<file path="config.mk">
export PLATFORM = sky130hd
export DESIGN_NAME = exe_unit_top
export DESIGN_NICKNAME = d
export VERILOG_FILES = /design/src/rtl/mips_isa_pkg.sv /design/src/rtl/exe_bus_pkg.sv /design/src/rtl/exe_alu.sv /design/src/rtl/mult_div.sv /design/src/rtl/hilo_writeback.sv /design/src/rtl/exe_unit_top.sv
export SDC_FILE = /design/constraint.sdc
export NUM_CORES = 2
export LEC_CHECK = 0
export BUFFER_PORTS_ARGS = -buffer_cell sky130_fd_sc_hd__buf_2
export CAP_MARGIN = 20
export CORE_ASPECT_RATIO = 0.75
export CORE_MARGIN = 8
export CORE_UTILIZATION = 45
export DETAILED_ROUTE_END_ITERATION = 8
export PLACE_DENSITY_LB_ADDON = 0.1
export SYNTH_ARGS = -nofsm -noshare
export SYNTH_HDL_FRONTEND = slang
export SYNTH_SLANG_ARGS = --single-unit
</file>
<file path="constraint.sdc">
create_clock -name aclk_i -period 5.6 [get_ports aclk_i]
set_input_delay 0.28 -clock aclk_i [delete_from_list [all_inputs] [get_ports aclk_i]]
set_output_delay 0.28 -clock aclk_i [all_outputs]
set_load 0.02 [all_outputs]
</file>
<file path="src/rtl/mips_isa_pkg.sv">
package mips_isa_pkg;

    localparam int WORD_W  = 32;
    localparam int SHAMT_W = 5;     // sll/srl/sra amount field

    typedef logic [WORD_W-1:0] word_t;

    // operations handled by the execute stage
    typedef enum logic [4:0] {
        OP_ADD   = 5'd0,    // trapping forms flag overflow
        OP_ADDU  = 5'd1,
        OP_SUB   = 5'd2,
        OP_SUBU  = 5'd3,
        OP_AND   = 5'd4,
        OP_OR    = 5'd5,
        OP_XOR   = 5'd6,
        OP_NOR   = 5'd7,
        OP_SLT   = 5'd8,
        OP_SLTU  = 5'd9,
        OP_SLL   = 5'd10,
        OP_SRL   = 5'd11,
        OP_SRA   = 5'd12,
        OP_MULT  = 5'd13,   // multi-cycle engine from here
        OP_MULTU = 5'd14,
        OP_DIV   = 5'd15,
        OP_DIVU  = 5'd16,
        OP_MFHI  = 5'd17,   // hi/lo moves
        OP_MFLO  = 5'd18,
        OP_MTHI  = 5'd19,
        OP_MTLO  = 5'd20
    } exe_op_e;

endpackage

</file>
<file path="src/rtl/exe_bus_pkg.sv">
package exe_bus_pkg;

    import mips_isa_pkg::*;

    // request into the execute unit
    // shifts take the amount from opa and shift opb
    typedef struct packed {
        logic    valid;
        exe_op_e op;
        word_t   opa;
        word_t   opb;
    } exe_req_t;

    // registered alu output keeping the op for write-back decode
    typedef struct packed {
        logic    valid;
        exe_op_e op;
        word_t   data;
        logic    ovf;
    } alu_res_t;

    typedef struct packed {
        logic  done;    // one-cycle strobe
        word_t hi;
        word_t lo;
    } md_res_t;

    typedef struct packed {
        logic  valid;
        word_t data;
        logic  ovf;
    } exe_rsp_t;

endpackage

</file>
<file path="src/rtl/exe_alu.sv">
module exe_alu (
    input  logic                  aclk_i,
    input  logic                  rst_n_i,
    input  exe_bus_pkg::exe_req_t req_i,
    input  logic                  accept_i,
    output exe_bus_pkg::alu_res_t alu_res_o
);

    import mips_isa_pkg::*;

    logic               is_sub;
    word_t              sum;
    logic               ovf;
    logic               slt;
    logic               sltu;
    logic [SHAMT_W-1:0] shamt;
    word_t              result;

    // adder shared by add and subtract
    always_comb begin
        is_sub = (req_i.op == OP_SUB) || (req_i.op == OP_SUBU);
        sum    = is_sub ? req_i.opa - req_i.opb : req_i.opa + req_i.opb;
    end

    // signed overflow reported by the trapping forms only
    always_comb begin
        ovf = 1'b0;
        if (req_i.op == OP_ADD) begin
            ovf = (req_i.opa[WORD_W-1] == req_i.opb[WORD_W-1]) &&
                  (sum[WORD_W-1] != req_i.opa[WORD_W-1]);
        end else if (req_i.op == OP_SUB) begin
            ovf = (req_i.opa[WORD_W-1] != req_i.opb[WORD_W-1]) &&
                  (sum[WORD_W-1] != req_i.opa[WORD_W-1]);
        end
    end

    assign slt   = $signed(req_i.opa) < $signed(req_i.opb);
    assign sltu  = req_i.opa < req_i.opb;
    assign shamt = req_i.opa[SHAMT_W-1:0];      // shamt field

    always_comb begin
        case (req_i.op)
            OP_ADD, OP_ADDU,
            OP_SUB, OP_SUBU: result = sum;
            OP_AND:          result = req_i.opa & req_i.opb;
            OP_OR:           result = req_i.opa | req_i.opb;
            OP_XOR:          result = req_i.opa ^ req_i.opb;
            OP_NOR:          result = ~(req_i.opa | req_i.opb);
            OP_SLT:          result = {{(WORD_W-1){1'b0}}, slt};
            OP_SLTU:         result = {{(WORD_W-1){1'b0}}, sltu};
            OP_SLL:          result = req_i.opb << shamt;
            OP_SRL:          result = req_i.opb >> shamt;
            OP_SRA:          result = $signed(req_i.opb) >>> shamt;
            // mthi/mtlo echo opa and other ops ignore data
            default:         result = req_i.opa;
        endcase
    end

    // valid follows acceptance
    always_ff @(posedge aclk_i or negedge rst_n_i) begin
        if (!rst_n_i) begin
            alu_res_o <= '0;
        end else begin
            alu_res_o.valid <= accept_i;
            if (accept_i) begin
                alu_res_o.op   <= req_i.op;
                alu_res_o.data <= result;
                alu_res_o.ovf  <= ovf;
            end
        end
    end

endmodule

</file>
<file path="src/rtl/mult_div.sv">
module mult_div (
    input  logic                  aclk_i,
    input  logic                  rst_n_i,
    input  exe_bus_pkg::exe_req_t req_i,
    input  logic                  accept_i,
    output logic                  busy_o,
    output exe_bus_pkg::md_res_t  md_res_o
);

    import mips_isa_pkg::*;

    logic                  is_signed;
    logic                  start_mul;
    logic                  start_div;
    logic [2*WORD_W-1:0]   ext_a;
    logic [2*WORD_W-1:0]   ext_b;
    logic [2*WORD_W-1:0]   prod;
    word_t                 mag_a;
    word_t                 mag_b;

    logic                  busy_q;
    logic                  done_q;
    logic                  div_run_q;
    logic [5:0]            step_q;
    logic                  last_step;
    word_t                 dvs_q;       // divisor magnitude
    word_t                 quo_q;       // dividend shifts out as quotient shifts in
    word_t                 rem_q;
    logic                  neg_quo_q;
    logic                  neg_rem_q;
    word_t                 hi_q;
    word_t                 lo_q;

    logic [WORD_W:0]       rem_sh;
    logic [WORD_W+1:0]     trial;
    word_t                 quo_nxt;
    word_t                 rem_nxt;

    assign is_signed = (req_i.op == OP_MULT) || (req_i.op == OP_DIV);
    assign start_mul = accept_i && ((req_i.op == OP_MULT) || (req_i.op == OP_MULTU));
    assign start_div = accept_i && ((req_i.op == OP_DIV) || (req_i.op == OP_DIVU));

    // sign extension picks signed or unsigned product
    assign ext_a = {{WORD_W{is_signed & req_i.opa[WORD_W-1]}}, req_i.opa};
    assign ext_b = {{WORD_W{is_signed & req_i.opb[WORD_W-1]}}, req_i.opb};
    assign prod  = ext_a * ext_b;

    assign mag_a = (is_signed && req_i.opa[WORD_W-1]) ? -req_i.opa : req_i.opa;
    assign mag_b = (is_signed && req_i.opb[WORD_W-1]) ? -req_i.opb : req_i.opb;

    // one restoring step
    always_comb begin
        rem_sh = {rem_q, quo_q[WORD_W-1]};
        trial  = {1'b0, rem_sh} - {2'b00, dvs_q};
        if (!trial[WORD_W+1]) begin
            rem_nxt = trial[WORD_W-1:0];
            quo_nxt = {quo_q[WORD_W-2:0], 1'b1};
        end else begin
            rem_nxt = rem_sh[WORD_W-1:0];
            quo_nxt = {quo_q[WORD_W-2:0], 1'b0};
        end
    end

    assign last_step = div_run_q && (step_q == 6'd31);

    always_ff @(posedge aclk_i or negedge rst_n_i) begin
        if (!rst_n_i) begin
            busy_q    <= 1'b0;
            done_q    <= 1'b0;
            div_run_q <= 1'b0;
            step_q    <= '0;
        end else begin
            done_q <= 1'b0;
            if (start_mul) begin
                busy_q <= 1'b1;
                done_q <= 1'b1;             // product ready next cycle
            end else if (start_div) begin
                busy_q    <= 1'b1;
                div_run_q <= 1'b1;
                step_q    <= '0;
            end else if (div_run_q) begin
                step_q <= step_q + 6'd1;
                if (last_step) begin
                    div_run_q <= 1'b0;
                    done_q    <= 1'b1;
                end
            end else if (done_q) begin
                busy_q <= 1'b0;             // ready again after the done cycle
            end
        end
    end

    always_ff @(posedge aclk_i) begin
        if (start_div) begin
            dvs_q     <= mag_b;
            quo_q     <= mag_a;
            rem_q     <= '0;
            neg_quo_q <= is_signed && (req_i.opa[WORD_W-1] ^ req_i.opb[WORD_W-1]);
            neg_rem_q <= is_signed && req_i.opa[WORD_W-1];   // follows dividend
        end else if (div_run_q) begin
            quo_q <= quo_nxt;
            rem_q <= rem_nxt;
        end
    end

    // signs applied to the result pair on the final step
    always_ff @(posedge aclk_i) begin
        if (start_mul) begin
            hi_q <= prod[2*WORD_W-1:WORD_W];
            lo_q <= prod[WORD_W-1:0];
        end else if (last_step) begin
            lo_q <= neg_quo_q ? -quo_nxt : quo_nxt;
            hi_q <= neg_rem_q ? -rem_nxt : rem_nxt;
        end
    end

    assign busy_o   = busy_q;
    assign md_res_o = '{done: done_q, hi: hi_q, lo: lo_q};

endmodule

</file>
<file path="src/rtl/hilo_writeback.sv">
module hilo_writeback (
    input  logic                  aclk_i,
    input  logic                  rst_n_i,
    input  exe_bus_pkg::alu_res_t alu_res_i,
    input  exe_bus_pkg::md_res_t  md_res_i,
    output exe_bus_pkg::exe_rsp_t rsp_o
);

    import mips_isa_pkg::*;

    word_t hi_q;
    word_t lo_q;
    logic  alu_is_md;

    // mult/div responses come from the engine's done strobe
    assign alu_is_md = (alu_res_i.op == OP_MULT) || (alu_res_i.op == OP_MULTU) ||
                       (alu_res_i.op == OP_DIV)  || (alu_res_i.op == OP_DIVU);

    always_ff @(posedge aclk_i or negedge rst_n_i) begin
        if (!rst_n_i) begin
            hi_q <= '0;
            lo_q <= '0;
        end else if (md_res_i.done) begin
            hi_q <= md_res_i.hi;
            lo_q <= md_res_i.lo;
        end else if (alu_res_i.valid) begin
            if (alu_res_i.op == OP_MTHI) begin
                hi_q <= alu_res_i.data;
            end
            if (alu_res_i.op == OP_MTLO) begin
                lo_q <= alu_res_i.data;
            end
        end
    end

    // merge both sources into one response
    always_comb begin
        rsp_o.valid = 1'b0;
        rsp_o.data  = alu_res_i.data;
        rsp_o.ovf   = 1'b0;
        if (md_res_i.done) begin
            rsp_o.valid = 1'b1;
            rsp_o.data  = md_res_i.lo;      // new lo
        end else begin
            rsp_o.valid = alu_res_i.valid && !alu_is_md;
            rsp_o.ovf   = alu_res_i.ovf;
            case (alu_res_i.op)
                OP_MFHI: rsp_o.data = hi_q;
                OP_MFLO: rsp_o.data = lo_q;
                default: rsp_o.data = alu_res_i.data;
            endcase
        end
    end

endmodule

</file>
<file path="src/rtl/exe_unit_top.sv">
module exe_unit_top (
    input  logic                  aclk_i,
    input  logic                  rst_n_i,
    input  exe_bus_pkg::exe_req_t req_i,
    output logic                  ready_o,
    output exe_bus_pkg::exe_rsp_t rsp_o
);

    import exe_bus_pkg::*;

    logic     busy;
    logic     accept;
    alu_res_t alu_res;
    md_res_t  md_res;

    assign ready_o = !busy;                     // stall while mult/div runs
    assign accept  = req_i.valid && ready_o;

    exe_alu u_exe_alu (
        .aclk_i    (aclk_i),
        .rst_n_i   (rst_n_i),
        .req_i     (req_i),
        .accept_i  (accept),
        .alu_res_o (alu_res)
    );

    mult_div u_mult_div (
        .aclk_i   (aclk_i),
        .rst_n_i  (rst_n_i),
        .req_i    (req_i),
        .accept_i (accept),
        .busy_o   (busy),
        .md_res_o (md_res)
    );

    hilo_writeback u_hilo_writeback (
        .aclk_i    (aclk_i),
        .rst_n_i   (rst_n_i),
        .alu_res_i (alu_res),
        .md_res_i  (md_res),
        .rsp_o     (rsp_o)
    );

endmodule

</file>
==> run_results.csv <==
group,metric,value,unit
clocking,htreeDepth,1,
logic_synthesis,synth_area_per_cell,8.456,µm²
worst_setup_path,slowest_stage,"fa_2",
global_route,grt_use_total,0.3533,
route,wirelength,269100,µm
timing,clock.fmax,130.9,MHz
timing,worst_slew_pin_slew,1.042,ns
floorplanning,die_h,337.5,µm
worst_setup_path,worstPathRequired,5.91,ns
final_layout,final_common_cell,"inv_1",
logic_synthesis,synthesis.nets,8878,
worst_setup_path,r2r_cells,16,
route,viasPerCell,5.757,
worst_setup_path,path_common_cell,"fa_1",
logic_synthesis,synth_edf_count,130,
worst_setup_path,crit_fanout,8,
logic_synthesis,yosysSeqAreaShare,0.1185,
global_route,grt_pass1_vias,56870,
floorplanning,start_util,0.4511,
floorplanning,ioPinCount,107,
worst_setup_path,reg2reg_slack,0.72,ns
placement,pre_cts_ws,-3.015,ns
placement,io_buffers,106,
clocking,cts-buffers-inserted,26,
logic_synthesis,synth_cell_types,111,
final_layout,num-fill-cells,12920,
outcome,violations,"setup timing",
placement,gp_congestion,1.033,
timing,fin_ws,-2.038,ns
global_route,grt_max_degree,114,
worst_setup_path,regToRegStartpoint,"u_mult_div.rem_q[10]",
logic_synthesis,synth_flop_cell,"edfxtp_1",
timing,rsz0062_at_grt,"true",
clocking,cts_tree,"built",
worst_setup_path,r2r_end,"u_mult_div.hi_q[30]",
worst_setup_path,criticalPathCategory,"in2reg",
route,dr_total_vias,56640,
clocking,cts_sinks,274,
route,routedWlPerCell,27.35,µm
clocking,clk_latency,0.59,ns
flow_run,maxCapViolations,0,
placement,dp.final_hpwl,223100,µm
min_path,min_to,"u_exe_alu.alu_res_o[35]",
route,drc,0,
worst_setup_path,path_buf_inv,8,
logic_synthesis,yosysWarnings,0,
final_layout,fin_nets,9497,
final_layout,fin_cells,9838,
timing,skew,0.03004,ns
timing,relSlewSlack,0.3055,
final_layout,regArea,7352,µm²
timing,setup_viol_count_final,51,
logic_synthesis,syn-cell-area,62010,µm²
final_layout,syn_to_final_growth,20.80,%
timing,final_hold_viol_count,0,
outcome,status,"complete, but fails checks",
route,first_pass_iters,6,
clocking,cts_buffer_depth,3,
timing,period_needed,7.638,ns
route,postRouteAntennaNets,0,
floorplanning,rows,118,
worst_setup_path,end_kind,"flip-flop",
final_layout,drive_gt1_frac,0.1922,
global_route,antenna_found_initial,14,
timing,fin_crit_sh,1.364,
worst_setup_path,cp.arrival,7.95,ns
global_route,grt_pass1_wl,392500,µm
logic_synthesis,synth_seq_cells,274,
worst_setup_path,critPathMaxStageDelay,0.66,ns
final_layout,multi_input_area,49920,µm²
worst_setup_path,critical-path-top-delay-family,"adder cells",
timing,maxSlewViolCount,0,
clocking,clk_pin_slew,0.07,ns
logic_synthesis,async_flop_share,0.4088,
floorplanning,die_w,444.6,µm
logic_synthesis,synthCells,7333,
route,drt-initial-drc-count,5700,
placement,dp.cells,9679,
floorplanning,die-area,150100,µm²
floorplanning,coreArea,137500,µm²
min_path,worstHoldStart,"req_i[66]",
min_path,hold_path_depth,4,
min_path,hold_path_class,"in2reg",
clocking,cts_root_buf,"clkbuf_16",
worst_setup_path,critPathLaunchType,"input port",
global_route,gr-total-overflow,0,
final_layout,layout_common_cells,"inv_1, fa_1, nand2_1, buf_4, nor2_1",
final_layout,utilization,0.5449,
synthesized netlist by cell type, types with 16 or more instances:
cell,number,share of area
a2111oi_0,17,0.0024
a211oi_1,98,0.012
a21o_1,68,0.0082
a21oi_1,349,0.028
a221oi_1,76,0.011
a31oi_1,35,0.0035
and2_1,16,0.0016
and3_1,24,0.0024
buf_1,97,0.0059
clkbuf_1,350,0.021
dfrtp_1,112,0.045
dfxtp_1,32,0.010
edfxtp_1,130,0.063
fa_1,1128,0.36
ha_1,345,0.070
inv_1,1300,0.079
mux2i_1,121,0.020
nand2_1,1042,0.063
nand2b_1,39,0.0039
nand3_1,53,0.0043
nand4_1,31,0.0031
nor2_1,693,0.042
nor2b_1,88,0.0089
nor3_1,53,0.0043
nor4_1,23,0.0023
o211ai_1,40,0.0048
o21a_1,30,0.0036
o21ai_0,316,0.026
o21bai_1,20,0.0024
o22ai_1,16,0.0016
o31ai_1,31,0.0038
or3_1,29,0.0029
xnor2_1,180,0.025
xor2_1,59,0.0083
repair_timing:
| item | CTS | global route |
|---|---|---|
| resized for setup | 426 | 131 |
| hold buffers | 1 | 0 |
| pin swaps | 133 | 89 |
| endpoints found under the hold margin | 43 | 0 |
| cloned | 1 | 0 |
| setup buffers | 84 | 29 |
| setup endpoints to repair | 53 | 53 |
kinds of logic (layout without fill, tap and decap cells):
family,Yosys count,after routing,share of synthesized area
simple gates,2153,2153,0.1473
buf+inv,1781,2420,0.1084
fa+ha+maj,1473,1473,0.4338
compound gates,1269,1269,0.1332
flops,274,274,0.1185
xor+xnor,239,239,0.03376
mux,144,144,0.02504
other cells,0,6,0
tightest hold or removal path, delay by kind of cell:
family / cells / cell delay, ns
AND/OR/NAND/NOR: 2 / 0.13
buffers and inverters: 2 / 0.30
worst max path at each step:
| stage | from | to | slack [ns] | depth (start not counted) |
|---|---|---|---|---|
| 2_1_floorplan | req_i[68] | u_mult_div.hi_q[31] | -2.22 | 31 |
| 3_3_place_gp | req_i[44] | u_mult_div.hi_q[17] | -3.10 | 31 |
| 3_5_place_dp | req_i[45] | u_mult_div.hi_q[17] | -3.02 | 31 |
| 4_1_cts | req_i[68] | u_mult_div.hi_q[28] | -1.96 | 31 |
| 5_1_grt | req_i[68] | u_mult_div.hi_q[28] | -2.15 | 31 |
| 6_report | req_i[68] | u_mult_div.hi_q[16] | -2.04 | 30 |
routing by layer:
layer	share of wire	GRT usage
met1	0.42	0.5078
met2	0.43	0.5291
met3	0.10	0.07511
met4	0.046	0.1249
met5	0.00024	0
flip-flops by register name, summed over array words and instances (netlist names):
signal,cells
u_mult_div.neg_rem_q,1
u_mult_div.step_q,6
u_mult_div.neg_quo_q,1
u_mult_div.busy_o,1
u_mult_div.dvs_q,32
u_exe_alu.alu_res_o,39
u_mult_div.div_run_q,1
u_mult_div.lo_q,32
u_mult_div.hi_q,32
u_hilo_writeback.lo_q,32
u_mult_div.rem_q,32
u_hilo_writeback.hi_q,32
u_mult_div.done_q,1
u_mult_div.quo_q,32
metrics by stage:
step | setup TNS [ns] | area, µm² | hold WS (ns)
final | -75.93 | 74910 | 0.1673
after global placement | -127.42 | 70790 | 0.3393
after CTS | -72.01 | 74170 | 0.1247
after global routing | -81.90 | 74900 | 0.1483
after detailed placement | -126.37 | 70800 | 0.3369
after floorplan | -68.68 | 63250 | -0.01559
layout make-up:
type                    count  share of cell area
diodes                      6           0.0002004
clock buffers              33            0.009304
clock inverters            15            0.001654
inverters                1318             0.06762
multi-input cells        5278              0.6664
flip-flops and latches    274             0.09815
well taps                1860             0.03107
repair buffers           1054              0.1256
Power is left out: the tool's default activity adds up to more than one toggle a clock period on the data nets, which glitch-free logic cannot reach.
